===== src/logic/drbg_upd_cfg.svh =====
`ifndef DRBG_UPD_CFG_SVH
`define DRBG_UPD_CFG_SVH

// --------------------
// block and state lengths
// --------------------
`define DRBG_BLK_LEN 128
`define DRBG_KEY_LEN 256
`define DRBG_SEED_LEN 384

// low word of V that counts per block
`define DRBG_CTR_LEN 32

// cipher calls per update
`define DRBG_NUM_BLKS (`DRBG_SEED_LEN / `DRBG_BLK_LEN)

// --------------------
// command side fields
// --------------------
`define DRBG_CMD_W 3
`define DRBG_ID_W 4

`endif


===== src/logic/drbg_upd_pkg.sv =====
`default_nettype none

`include "drbg_upd_cfg.svh"

package drbg_upd_pkg;

  // update request as accepted from the host side
  typedef struct packed {
    logic [`DRBG_CMD_W-1:0]    cmd;
    logic [`DRBG_ID_W-1:0]     inst_id;
    logic [`DRBG_KEY_LEN-1:0]  key;
    logic [`DRBG_BLK_LEN-1:0]  v;
    logic [`DRBG_SEED_LEN-1:0] pdata;
  } upd_req_t;

  // updated state returned with the command echo
  typedef struct packed {
    logic [`DRBG_CMD_W-1:0]   cmd;
    logic [`DRBG_ID_W-1:0]    inst_id;
    logic [`DRBG_KEY_LEN-1:0] key;
    logic [`DRBG_BLK_LEN-1:0] v;
  } upd_rsp_t;

  // one block-encrypt call
  typedef struct packed {
    logic [`DRBG_KEY_LEN-1:0] key;
    logic [`DRBG_BLK_LEN-1:0] blk;
  } blk_req_t;

  typedef struct packed {
    logic [`DRBG_BLK_LEN-1:0] blk;
  } blk_rsp_t;

endpackage

`default_nettype wire


===== src/logic/drbg_upd_blk_issue.sv =====
`timescale 1ns/10ps
`default_nettype none

`include "drbg_upd_cfg.svh"

module drbg_upd_blk_issue (
  input  logic                    clk_i,
  input  logic                    rst_ni,
  input  logic                    enable_i,
  input  logic                    start_i,
  input  drbg_upd_pkg::upd_req_t  held_req_i,
  output logic                    blk_req_o,
  output drbg_upd_pkg::blk_req_t  blk_req_data_o
);

  localparam int unsigned blk_len  = `DRBG_BLK_LEN;
  localparam int unsigned ctr_len  = `DRBG_CTR_LEN;
  localparam int unsigned num_blks = `DRBG_NUM_BLKS;
  localparam int unsigned cnt_w    = $clog2(num_blks + 1);

  logic [ctr_len-1:0] ctr_q;
  logic [cnt_w-1:0]   left_q;
  logic               issuing;

  assign issuing = (left_q != '0);

  // --------------------
  // counter and issue count
  // --------------------
  always_ff @(posedge clk_i or negedge rst_ni) begin
    if (!rst_ni) begin
      ctr_q  <= '0;
      left_q <= '0;
    end else if (!enable_i) begin
      // abort, nothing more goes out
      ctr_q  <= '0;
      left_q <= '0;
    end else if (start_i) begin
      // first block already uses V+1
      ctr_q  <= held_req_i.v[ctr_len-1:0] + ctr_len'(1);
      left_q <= cnt_w'(num_blks);
    end else if (issuing) begin
      // plain 32-bit wrap, upper part of V never sees a carry
      ctr_q  <= ctr_q + ctr_len'(1);
      left_q <= left_q - cnt_w'(1);
    end
  end

  // --------------------
  // cipher request
  // --------------------
  assign blk_req_o          = issuing && enable_i;
  assign blk_req_data_o.key = held_req_i.key;
  assign blk_req_data_o.blk = {held_req_i.v[blk_len-1:ctr_len], ctr_q};

endmodule

`default_nettype wire


===== src/logic/drbg_upd_outblk.sv =====
`timescale 1ns/10ps
`default_nettype none

`include "drbg_upd_cfg.svh"

module drbg_upd_outblk (
  input  logic                    clk_i,
  input  logic                    rst_ni,
  input  logic                    enable_i,
  input  logic                    start_i,
  input  drbg_upd_pkg::upd_req_t  held_req_i,
  input  logic                    blk_ack_i,
  input  drbg_upd_pkg::blk_rsp_t  blk_ack_data_i,
  output logic                    done_o,
  output logic                    upd_ack_o,
  output drbg_upd_pkg::upd_rsp_t  upd_rsp_o
);

  localparam int unsigned blk_len  = `DRBG_BLK_LEN;
  localparam int unsigned key_len  = `DRBG_KEY_LEN;
  localparam int unsigned seed_len = `DRBG_SEED_LEN;
  localparam int unsigned num_blks = `DRBG_NUM_BLKS;
  localparam int unsigned cnt_w    = $clog2(num_blks);

  logic                   armed_q;
  logic [cnt_w-1:0]       cnt_q;
  logic                   ack_q;
  logic [seed_len-1:0]    cat_q;
  drbg_upd_pkg::upd_rsp_t rsp_q;
  logic                   take;
  logic                   last_ack;
  logic [seed_len-1:0]    cat_next;
  logic [seed_len-1:0]    upd_kv;

  // acks outside an armed update are ignored
  assign take     = armed_q && enable_i && blk_ack_i;
  assign last_ack = take && (cnt_q == cnt_w'(num_blks - 1));

  // earliest block ends up on top after all shifts
  assign cat_next = {cat_q[seed_len-blk_len-1:0], blk_ack_data_i.blk};
  assign upd_kv   = cat_next ^ held_req_i.pdata;

  // --------------------
  // ack tracking
  // --------------------
  always_ff @(posedge clk_i or negedge rst_ni) begin
    if (!rst_ni) begin
      armed_q <= 1'b0;
      cnt_q   <= '0;
      ack_q   <= 1'b0;
    end else if (!enable_i) begin
      armed_q <= 1'b0;
      cnt_q   <= '0;
      ack_q   <= 1'b0;
    end else begin
      ack_q <= last_ack;
      if (start_i) begin
        armed_q <= 1'b1;
        cnt_q   <= '0;
      end else if (last_ack) begin
        armed_q <= 1'b0;
        cnt_q   <= '0;
      end else if (take) begin
        cnt_q <= cnt_q + cnt_w'(1);
      end
    end
  end

  // --------------------
  // join and final xor
  // --------------------
  always_ff @(posedge clk_i) begin
    if (take) begin
      cat_q <= cat_next;
    end
    if (last_ack) begin
      rsp_q.cmd     <= held_req_i.cmd;
      rsp_q.inst_id <= held_req_i.inst_id;
      rsp_q.key     <= upd_kv[seed_len-1 -: key_len];
      rsp_q.v       <= upd_kv[blk_len-1:0];
    end
  end

  // done goes with the third ack so busy falls with upd_ack_o
  assign done_o    = last_ack;
  assign upd_ack_o = ack_q && enable_i;
  assign upd_rsp_o = rsp_q;

endmodule

`default_nettype wire


===== src/logic/drbg_upd_req_decode.sv =====
`timescale 1ns/10ps
`default_nettype none

module drbg_upd_req_decode (
  input  logic                    clk_i,
  input  logic                    rst_ni,
  input  logic                    enable_i,
  input  logic                    upd_req_i,
  input  drbg_upd_pkg::upd_req_t  upd_req_data_i,
  input  logic                    done_i,
  output logic                    busy_o,
  output logic                    start_o,
  output drbg_upd_pkg::upd_req_t  held_req_o
);

  logic                   accept;
  logic                   busy_q;
  logic                   start_q;
  drbg_upd_pkg::upd_req_t held_q;

  // one update at a time, strobes while busy are dropped
  assign accept = enable_i && upd_req_i && !busy_q;

  // --------------------
  // control
  // --------------------
  always_ff @(posedge clk_i or negedge rst_ni) begin
    if (!rst_ni) begin
      busy_q  <= 1'b0;
      start_q <= 1'b0;
    end else begin
      start_q <= accept;
      if (!enable_i) begin
        busy_q <= 1'b0;
      end else if (accept) begin
        busy_q <= 1'b1;
      end else if (done_i) begin
        // done comes with the last ack, so busy drops with the response
        busy_q <= 1'b0;
      end
    end
  end

  // --------------------
  // request hold
  // --------------------
  always_ff @(posedge clk_i) begin
    if (accept) begin
      held_q <= upd_req_data_i;
    end
  end

  // disabled engine reads as idle right away
  assign busy_o     = busy_q && enable_i;
  assign start_o    = start_q;
  assign held_req_o = held_q;

endmodule

`default_nettype wire


===== src/logic/drbg_upd_top.sv =====
`timescale 1ns/10ps
`default_nettype none

module drbg_upd_top (
  input  logic                    clk_i,
  input  logic                    rst_ni,
  input  logic                    enable_i,

  // update port
  input  logic                    upd_req_i,
  input  drbg_upd_pkg::upd_req_t  upd_req_data_i,
  output logic                    busy_o,
  output logic                    upd_ack_o,
  output drbg_upd_pkg::upd_rsp_t  upd_rsp_o,

  // block encrypt port
  output logic                    blk_req_o,
  output drbg_upd_pkg::blk_req_t  blk_req_data_o,
  input  logic                    blk_ack_i,
  input  drbg_upd_pkg::blk_rsp_t  blk_ack_data_i
);

  logic                   start;
  logic                   done;
  drbg_upd_pkg::upd_req_t held_req;

  drbg_upd_req_decode u_req_decode (
    .clk_i          (clk_i),
    .rst_ni         (rst_ni),
    .enable_i       (enable_i),
    .upd_req_i      (upd_req_i),
    .upd_req_data_i (upd_req_data_i),
    .done_i         (done),
    .busy_o         (busy_o),
    .start_o        (start),
    .held_req_o     (held_req)
  );

  drbg_upd_blk_issue u_blk_issue (
    .clk_i          (clk_i),
    .rst_ni         (rst_ni),
    .enable_i       (enable_i),
    .start_i        (start),
    .held_req_i     (held_req),
    .blk_req_o      (blk_req_o),
    .blk_req_data_o (blk_req_data_o)
  );

  drbg_upd_outblk u_outblk (
    .clk_i          (clk_i),
    .rst_ni         (rst_ni),
    .enable_i       (enable_i),
    .start_i        (start),
    .held_req_i     (held_req),
    .blk_ack_i      (blk_ack_i),
    .blk_ack_data_i (blk_ack_data_i),
    .done_o         (done),
    .upd_ack_o      (upd_ack_o),
    .upd_rsp_o      (upd_rsp_o)
  );

endmodule

`default_nettype wire


===== config.mk =====
export PLATFORM = sky130hd
export DESIGN_NAME = drbg_upd_top
export DESIGN_NICKNAME = d
export VERILOG_FILES = /design/src/logic/drbg_upd_pkg.sv /design/src/logic/drbg_upd_blk_issue.sv /design/src/logic/drbg_upd_outblk.sv /design/src/logic/drbg_upd_req_decode.sv /design/src/logic/drbg_upd_top.sv
export VERILOG_INCLUDE_DIRS = /design/src /design/src/logic
export SDC_FILE = /design/constraint.sdc
export NUM_CORES = 1
export LEC_CHECK = 0
export ABC_AREA = 1
export BUFFER_PORTS_ARGS = -buffer_cell sky130_fd_sc_hd__buf_2
export CAP_MARGIN = 10
export CORE_AREA = 2 2 664 666
export DETAILED_ROUTE_END_ITERATION = 8
export DIE_AREA = 0 0 666 668
export MAX_ROUTING_LAYER = met4
export PLACE_DENSITY_LB_ADDON = 0.2
export SLEW_MARGIN = 5
export SYNTH_ARGS = -nofsm -noshare
export SYNTH_HDL_FRONTEND = slang
export SYNTH_SLANG_ARGS = --single-unit

===== constraint.sdc =====
create_clock -name clk_i -period 79.6 [get_ports clk_i]
set_clock_uncertainty 0.05 [all_clocks]
set_input_delay 15.92 -clock clk_i [delete_from_list [all_inputs] [get_ports clk_i]]
set_output_delay 15.92 -clock clk_i [all_outputs]
set_load 0.01 [all_outputs]

# Word level (Yosys, flattened, before mapping)
# Index checks and enable logic that the tools add are counted.
word_totals:
  input_bits: 908
  word_cells: 53
  reg_bits: 1462
classes:
  n_reduce_logical: 10
  addsub: 4
  muxes: 16
  bitwise: 1
  n_eq_ne: 5
op_table:
  columns: ["op", "count"]
  rows:
  - ["bitwise XOR 384 bit", 1]
  - ["2-to-1 mux 32 bit", 3]
  - ["adder 32 x 1 -> 32 bit, second input constant", 2]
  - ["2-to-1 mux 2 bit", 7]
  - ["!= test 3 x 1 -> 1 bit, second input constant", 3]
  - ["logical AND 1 bit", 8]
  - ["2-to-1 mux 1 bit", 6]
  - ["!= test 4 x 1 -> 1 bit, second input constant", 1]
  - ["adder 2 x 1 -> 2 bit, second input constant", 1]
  - ["== test 2 bit, second input constant", 1]
  - ["nonzero test 2 bit", 1]
  - ["subtractor 2 x 1 -> 2 bit, second input constant", 1]
  - ["zero test 1 bit", 1]

# Logic depth before layout (Yosys ltp)
# Gate-level depths: netlist (run 1).
depth:
  depth_word: 6
  depth_mapped: 14
  depth_no_buf: 12

# Modules after synthesis
# A second synthesis (run 1) with hierarchy kept.
unflattened:
  hier_cells: 2636
  hier_area_um2: 51684.6
by_module_without_submodules:
  columns: ["mod", "cells_per_inst", "area_each_um2", "instances"]
  rows:
  - ["drbg_upd_req_decode", 785, 23359.9, 1]
  - ["drbg_upd_outblk", 1060, 23013.3, 1]
  - ["drbg_upd_blk_issue", 791, 5311.3, 1]

# Worst setup path before layout (run 1)
# No wires, ideal clock.
synth_path:
  path_type: "input to register"
  from: "input port blk_ack_i"
  to: "register u_outblk.armed_q"
  t_required_ns: 78.344
  path_stages: 3
  arrival_time_ns: 43.109
  setup_ns: 1.206
  setup_slack_ns: 35.235
  path_cell_list: "nand3_1 -> nor3_1 -> o21ai_0"
synth_via:
  elab_chain_len: 3
synth_lines:
  columns: ["element", "line_no", "source"]
  rows:
  - ["start: declaration", "drbg_upd_top.sv:19", "input logic blk_ack_i,"]
  - ["logical AND 1 bit", "drbg_upd_outblk.sv:36", "assign take = armed_q && enable_i && blk_ack_i;"]
  - ["logical AND 1 bit", "drbg_upd_outblk.sv:37", "assign last_ack = take && (cnt_q == cnt_w'(num_blks - 1));"]
  - ["via done", "drbg_upd_top.sv:24", "logic done;"]
  - ["!= test 3 x 1 -> 1 bit (no source line)", null, null]
  - ["end signal: assignment", "drbg_upd_outblk.sv:48", "armed_q <= 1'b0;"]
  - ["end signal: assignment", "drbg_upd_outblk.sv:52", "armed_q <= 1'b0;"]
  - ["end signal: assignment", "drbg_upd_outblk.sv:58", "armed_q <= 1'b1;"]
  - ["end: declaration", "drbg_upd_outblk.sv:25", "logic armed_q;"]
# The timed path passes the listed nets, and every way through them passes these cells.
# A chain may end at the register's enable or synchronous reset.

# Worst setup path after layout (run 1)
layout_path:
  from: "input port enable_i"
  to: "output port blk_req_o"
layout_via:
  elab_chain_len: 1
layout_lines:
  columns: ["element", "line_no", "source"]
  rows:
  - ["start: declaration", "drbg_upd_top.sv:7", "input logic enable_i,"]
  - ["logical AND 1 bit", "drbg_upd_blk_issue.sv:52", "assign blk_req_o = issuing && enable_i;"]
  - ["end: declaration", "drbg_upd_top.sv:17", "output logic blk_req_o,"]
# Every way passes these cells.

==> flow_summary_export.csv, run 1 <==
group,metric,value,unit
yosys,synthCells,2629,
critical_path,timing.critical_path.mode_cell,"buf_2",
drt,vias,28583,
yosys,postSynthAreaPerCell,19.7,um^2
critical_path,crit_fanout,7,
drt,detailedRoute.firstIterationViolations,1729,
critical_path,r2r-start,"u_req_decode.busy_q$_DFFE_PN0P_",
critical_path,timing.setup.critical_path_class,"input port to output pin",
floorplan,floorplan.die.height,668,um
critical_path,setup.reg_to_reg.worst_slack,74.15,ns
yosys,count_of_warnings_emitted_by_yosys,0,
timing,max-slew-margin-rel,20.4,%
timing,grt_setup_unrepaired,"false",
drt,drc,0,
yosys,synth_register_bits,1462,
clock_network,ctsHtreeMaxLevel,4,
yosys,post-synth-top-area-fraction,82.6,%
run,maxCapViolCount,0,
placement,place.detailed.hpwl,199000,um
timing,hold_viol,0,
global_route,antenna_found_initial,180,
timing,timing.final.crit_period,32.56,ns
critical_path,critical_path_cell_count,4,
global_route,grt-ovfl-total,0,
final_layout,num-nets-final,5084,
final_layout,n_fill_cell,48185,
floorplan,chipWidth,666,um
pwr,leakagePower,0.0259,uW
worst_hold_path,worst_hold_startpoint,"u_outblk.cat_q[77]$_DFFE_PP_",
yosys,ys_seq_area_share,84.6,%
drt,route.detailed.wl_per_inst,24.5,um
placement,gp_congestion,0.843,
drt,first_pass_iters,4,
pwr,peakVddDrop,15.8,uV
critical_path,worst_path_dominant_cell_family,"buffers and inverters",
clock_network,cts.repair_timing.setup_buffer_count,0,
timing,tns,0,ns
clock_network,cts.sink_count,1462,
yosys,yosys.area.top_type,"edfxtp_1",
floorplan,initial_standard_cell_utilization_of_the_core,11.8,%
global_route,grt_pass1_vias,29677,
yosys,synth_edf_count,1422,
clock_network,clockBufferDepth,4,
floorplan,rows,243,
drt,post_dr_vias_cell,2.82,
pwr,power,1840,uW
yosys,syn_nets,3539,
final_layout,commonest_cells_after_routing_fill_and_taps_aside,"1685 x buf_2, 1422 x edfxtp_1, 383 x xor2_1",
critical_path,start_kind,"input port",
floorplan,core_area,437000,um^2
floorplan,pin_count,1686,
clock_network,root_buffer,"clkbuf_16",
outcome,status,"finished clean",
global_route,pin_count_of_the_biggest_net_entering_global_routing,129,
yosys,synth_area_leaders,"edfxtp_1 83%, xor2_1 6.5%, buf_4 5.1%",
critical_path,worst-path-buf-inv,3,
yosys,post_synth_num_cell_types,34,
final_layout,layout-drive-gt1-share,46.7,%
critical_path,cp.arrival,16.59,ns
critical_path,slowest_delay,0.23,ns
clock_network,tritoncts.num_buffers,195,
timing,setup_viol,0,
timing,layout_worst_path_cycle_share,40.9,%
clock_network,insertion_delay,0.91,ns
critical_path,required,63.63,ns
clock_network,cts.hold.buffers_added,0,
global_route,grt_first_pass_wirelength,310000,um
timing,tightest_slew,1.19,ns
critical_path,critical_path.endpoint_type,"output pin",
clock_network,post_cts_resized,0,
yosys,synth.cell_area,51700,um^2
critical_path,timing.reg2reg.worst_path_depth,8,
drt,drt_wl_total,248000,um
critical_path,rr_endpoint,"u_req_decode.held_req_o[347]$_DFFE_PP_",
timing,final-max-slew-violation-count,0,
placement,port_buffers,1685,
worst_hold_path,timing.hold.worst.class,"register to register",
final_layout,flow.area_growth_from_synthesis,37.5,%
drt,postRouteAntennaNets,0,
yosys,synth_top_flop_cell,"edfxtp_1",
clock_network,tritoncts,"done",
floorplan,die-area,445000,um^2
critical_path,cell_breakdown_of_the_critical_path,"buf_2 > inv_1 > nor2_1 > buf_2",
global_route,track_usage,10.9,%
yosys,synth_async_reset_ratio,2.74,%
worst_hold_path,min_delay_worst_endpoint,"u_outblk.cat_q[205]$_DFFE_PP_",
pwr,pwr_density_cell,26.0,nW/um^2
clock_network,cts.reportedPaths.clkPinSlew,0.06,ns
critical_path,critical_path_cell_with_the_highest_stage_delay,"nor2_1",
worst_hold_path,timing.hold.worst_path_depth,0,
final_layout,final_common_cell,"buf_2",
timing,timing.fmax,30.7,MHz
[state kept, by name, summed over array words and instances, names as in the netlist]
register and count:
u_blk_issue.ctr_q 32, u_blk_issue.left_q 2, u_outblk.ack_q 1, u_outblk.armed_q 1, u_outblk.cat_q 256, u_outblk.cnt_q 2
u_outblk.upd_rsp_o 391, u_req_decode.busy_q 1, u_req_decode.held_req_o 775, u_req_decode.start_o 1
[report_power, final]
| part | switching (uW) | internal (uW) |
|---|---|---|
| sequential | 11.4 | 874 |
| clock | 368 | 492 |
| combinational | 65.2 | 33.0 |
| total | 444 | 1400 |
[cells by family after synthesis]
kind of cell / after synthesis / share of synthesized area (%)
compound gates: 29 / 0.334
xor+xnor: 384 / 6.51
simple gates: 347 / 2.89
buf+inv: 405 / 5.64
fa+ha+maj: 2 / 0.0484
flops: 1462 / 84.6
[synth_stat cells (2+ instances only)]
cell	count
edfxtp_1	1422
xor2_1	384
buf_4	353
nand2_1	226
nand3_1	41
nor2_1	41
dfrtp_1	40
inv_1	38
nand2_2	15
o21ai_0	9
nor2_2	7
nor2_4	7
a21oi_1	5
o21bai_1	5
buf_2	4
buf_6	4
o21ai_1	4
nor3_1	3
a211oi_1	2
ha_1	2
inv_2	2
nand2_4	2
nand3b_1	2
[through the flow]
| step | instances | hold WS, ns | util [%] | worst slack [ns] | area [um^2] |
|---|---|---|---|---|---|
| after detailed placement | 9734 | 0.357 | 14.8 | 47.04 | 64800 |
| after CTS | 10086 | 0.324 | 16.2 | 47.04 | 70900 |
| after floorplan | 2629 | 0.350 | - | 35.24 | 51700 |
| final | 10135 | 0.357 | 16.2 | 47.04 | 71000 |
| after global placement | 9734 | 0.359 | 14.8 | 46.99 | 64800 |
| after global routing | 10128 | 0.367 | 16.2 | 46.99 | 71000 |
[metal layers]
metal	vias up	GRT usage (%)	routed length, um
met3	409	3.74	21200
met1	14352	12.9	101000
met4	0	2.32	6150
met2	1414	17.9	119000
li1	12408	-	-
met5	-	-	0
[worst max path at each step]
stage | start | endpoint
5_1_grt | enable_i | blk_req_o
2_1_floorplan | blk_ack_i | u_outblk.armed_q$_DFFE_PN0P_
3_5_place_dp | enable_i | blk_req_o
4_1_cts | enable_i | blk_req_o
3_3_place_gp | enable_i | blk_req_o
6_report | enable_i | blk_req_o
[layout make-up]
type                            count  area, um^2  share of cell area (%)
Multi-Input combinational cell    762        5070                    7.13
Clock buffer                      230        5070                    7.14
Inverter                           41         174                   0.245
Tap cell                         5757        7200                    10.1
Timing Repair Buffer             1712        8660                    12.2
Clock inverter                    122        1040                    1.46
Antenna cell                       49         123                   0.173
Sequential cell                  1462       43700                    61.5
[worst register-to-register path: cells and delay by family (launching register included)]
family,cells,cell delay [ns]
buffers and inverters,7,4.47
flip-flops,1,0.38
AND/OR/NAND/NOR,1,0.18
No activity file was read; power rests on OpenSTA's default activity.
==> run 2: changes to the inputs <==
--- a/config.mk
+++ b/config.mk
@@ -6,12 +6,12 @@
 export SDC_FILE = /design/constraint.sdc
 export NUM_CORES = 1
 export LEC_CHECK = 0
-export ABC_AREA = 1
+export ABC_AREA = 0
 export BUFFER_PORTS_ARGS = -buffer_cell sky130_fd_sc_hd__buf_2
 export CAP_MARGIN = 10
-export CORE_AREA = 2 2 664 666
+export CORE_AREA = 2 2 647 649
 export DETAILED_ROUTE_END_ITERATION = 8
-export DIE_AREA = 0 0 666 668
+export DIE_AREA = 0 0 649 651
 export MAX_ROUTING_LAYER = met4
 export PLACE_DENSITY_LB_ADDON = 0.2
 export SLEW_MARGIN = 5
==> constraint.sdc (replaced) <==
create_clock -name clk_i -period 27.8 [get_ports clk_i]
set_clock_uncertainty 0.05 [all_clocks]
set_input_delay 5.56 -clock clk_i [delete_from_list [all_inputs] [get_ports clk_i]]
set_output_delay 5.56 -clock clk_i [all_outputs]
set_load 0.01 [all_outputs]
==> run 2 against run 1 <==
Compared with the run above: clock power grew to 3.0 times the previous value; synthesized area is 0.56% higher; critical path depth stayed put; worst setup slack worse by 32 ns; hold slack better by 0.018 ns; critical endpoint is now busy_o.
==> flow_summary_export.csv, run 2 <==
group,metric,value,unit
critical_path,critical_path.endpoint_type,"output pin",
global_route,track_usage,11.8,%
critical_path,required,22.19,ns
clock_network,tritoncts,"done",
global_route,grt_first_pass_wirelength,318000,um
yosys,post-synth-top-area-fraction,82.2,%
run,maxCapViolCount,0,
critical_path,timing.critical_path.mode_cell,"buf_2",
global_route,antenna_found_initial,184,
timing,grt_setup_unrepaired,"false",
clock_network,root_buffer,"clkbuf_16",
critical_path,crit_fanout,11,
timing,layout_worst_path_cycle_share,44.3,%
floorplan,initial_standard_cell_utilization_of_the_core,12.5,%
yosys,synthCells,2557,
clock_network,clockBufferDepth,4,
critical_path,slowest_delay,0.39,ns
clock_network,ctsHtreeMaxLevel,4,
final_layout,layout-drive-gt1-share,47.4,%
placement,gp_congestion,0.870,
timing,tns,0,ns
drt,post_dr_vias_cell,2.97,
clock_network,cts.reportedPaths.clkPinSlew,0.06,ns
yosys,post_synth_num_cell_types,62,
yosys,synth_register_bits,1462,
yosys,synth.cell_area,52000,um^2
pwr,peakVddDrop,45.1,uV
placement,post_dp_cell_area,64800,um^2
clock_network,post_cts_resized,0,
clock_network,cts.hold.buffers_added,0,
drt,first_pass_iters,6,
placement,port_buffers,1685,
pwr,pwr_density_cell,76.1,nW/um^2
drt,postRouteAntennaNets,0,
critical_path,timing.setup.critical_path_class,"input port to output pin",
critical_path,cp.arrival,6.70,ns
yosys,synth_async_reset_ratio,2.74,%
yosys,syn_nets,3467,
pwr,clock_power_share,47.7,%
pwr,share_of_total_power_in_combinational_logic,5.5,%
worst_hold_path,timing.hold.worst_path_depth,0,
yosys,count_of_warnings_emitted_by_yosys,0,
timing,setup_viol,0,
timing,tightest_slew,1.14,ns
pwr,power.share.switching,23.8,%
floorplan,core_area,415000,um^2
floorplan,chipWidth,649,um
clock_network,cts.sink_count,1462,
final_layout,final_area,71300,um^2
placement,pre_cts_ws,15.29,ns
critical_path,timing.reg2reg.worst_path_depth,7,
final_layout,commonest_cells_after_routing_fill_and_taps_aside,"1685 x buf_2, 1422 x edfxtp_1, 384 x xor2_1",
yosys,synth_area_leaders,"edfxtp_1 82%, xor2_1 6.5%, buf_4 5.1%",
pwr,intPower,4140,uW
yosys,postSynthAreaPerCell,20.3,um^2
final_layout,largest_register_ffs,775,
yosys,synth_most_common_cell,"edfxtp_1",
yosys,ys_seq_area_share,84.1,%
timing,hold_viol,0,
outcome,status,"finished clean",
timing,final-max-slew-violation-count,0,
yosys,ys_top_cells_by_count,"1422 x edfxtp_1, 384 x xor2_1, 354 x buf_4",
timing,timing.final.crit_period,12.31,ns
drt,drc,0,
pwr,net-switching-power,1290,uW
pwr,seq_power_share,46.8,%
worst_hold_path,timing.hold.worst.class,"register to register",
yosys,yosys.area.top_type,"edfxtp_1",
drt,detailedRoute.firstIterationViolations,2153,
floorplan,die-area,422000,um^2
drt,vias,29013,
global_route,pin_count_of_the_biggest_net_entering_global_routing,136,
yosys,synth_edf_count,1422,
drt,drt_wl_total,252000,um
yosys,synth_top_flop_cell,"edfxtp_1",
floorplan,rows,237,
clock_network,insertion_delay,0.91,ns
clock_network,tritoncts.num_buffers,193,
floorplan,floorplan.die.height,651,um
timing,final.hold.worst_slack,0.375,ns
pwr,leakagePower,0.0258,uW
timing,timing.fmax,81.2,MHz
critical_path,start_kind,"input port",
final_layout,num-nets-final,5003,
global_route,grt-ovfl-total,0,
clock_network,cts.repair_timing.setup_buffer_count,0,
placement,place.detailed.hpwl,202000,um
final_layout,final_common_cell,"buf_2",
final_layout,flow.area_growth_from_synthesis,37.3,%
critical_path,cell_breakdown_of_the_critical_path,"buf_2 > nand2_1 > inv_1 > buf_2",
drt,route.detailed.wl_per_inst,25.8,um
floorplan,pin_count,1686,
timing,postLayoutSetupSlackWorst,15.49,ns
global_route,grt_pass1_vias,30059,
critical_path,critical_path_cell_with_the_highest_stage_delay,"buf_2",
timing,max-slew-margin-rel,23.8,%
run 2: per-stage QoR:
stage	util [%]	total power [uW]	std cells
after floorplan	-	2760	2557
after global placement	15.6	2900	9395
after detailed placement	15.6	2900	9395
after CTS	17.1	5570	9746
after global routing	17.2	5660	9775
final	17.2	5430	9784
run 2: power groups by stage:
| stage | combinational, uW | sequential [uW] | clock (uW) |
|---|---|---|---|
| 3_3_place_gp | 313 | 2590 | 0 |
| 6_report | 300 | 2540 | 2590 |
| 4_1_cts | 314 | 2540 | 2720 |
| 5_1_grt | 331 | 2550 | 2780 |
| 2_1_floorplan | 144 | 2620 | 0 |
| 3_5_place_dp | 312 | 2590 | 0 |
run 2: worst paths after layout:
path                                                         from                                 to  slack [ns]
max reg2reg                          u_outblk.armed_q$_DFFE_PN0P_  u_outblk.upd_rsp_o[298]$_DFFE_PP_       23.05
max                                                      enable_i                             busy_o       15.49
max in group asynchronous                                  rst_ni     u_req_decode.start_o$_DFF_PN0_       22.44
min reg2reg                u_req_decode.held_req_o[769]$_DFFE_PP_  u_outblk.upd_rsp_o[385]$_DFFE_PP_        0.38
min                        u_req_decode.held_req_o[769]$_DFFE_PP_  u_outblk.upd_rsp_o[385]$_DFFE_PP_        0.38
min in group asynchronous                                  rst_ni  u_blk_issue.ctr_q[20]$_DFFE_PN0P_        4.75
run 2: cell type report:
cell class,count,area [um^2]
antenna,38,95.1
clock buffer,238,5040
clock inverter,113,1390
fill,45341,344000
inverter,13,56.3
multi-input combinational,706,5460
sequential,1462,43700
tap,5497,6880
timing repair buffer,1717,8690
run 2: per-layer routing:
metal	global-route usage (%)	part of all wire, %
met1	12.8	38
met2	20.1	50
met3	4.69	9.2
met4	2.65	2.6
met5	-	0
run 2: kinds of logic after synthesis:
logic type / Yosys count / synth area share, %
AOI/OAI and AO/OA: 112 / 1.52
xor gates and xnor gates: 391 / 6.59
adders and majority gates: 2 / 0.0482
buffers and inverters: 389 / 5.42
DFF: 1462 / 84.1
muxes: 26 / 0.520
and+or+nand+nor: 175 / 1.80
run 2: critical path, delay by kind of cell:
family                 cells  cell delay, ns
and+or+nand+nor            1            0.34
buffers and inverters      3            0.75
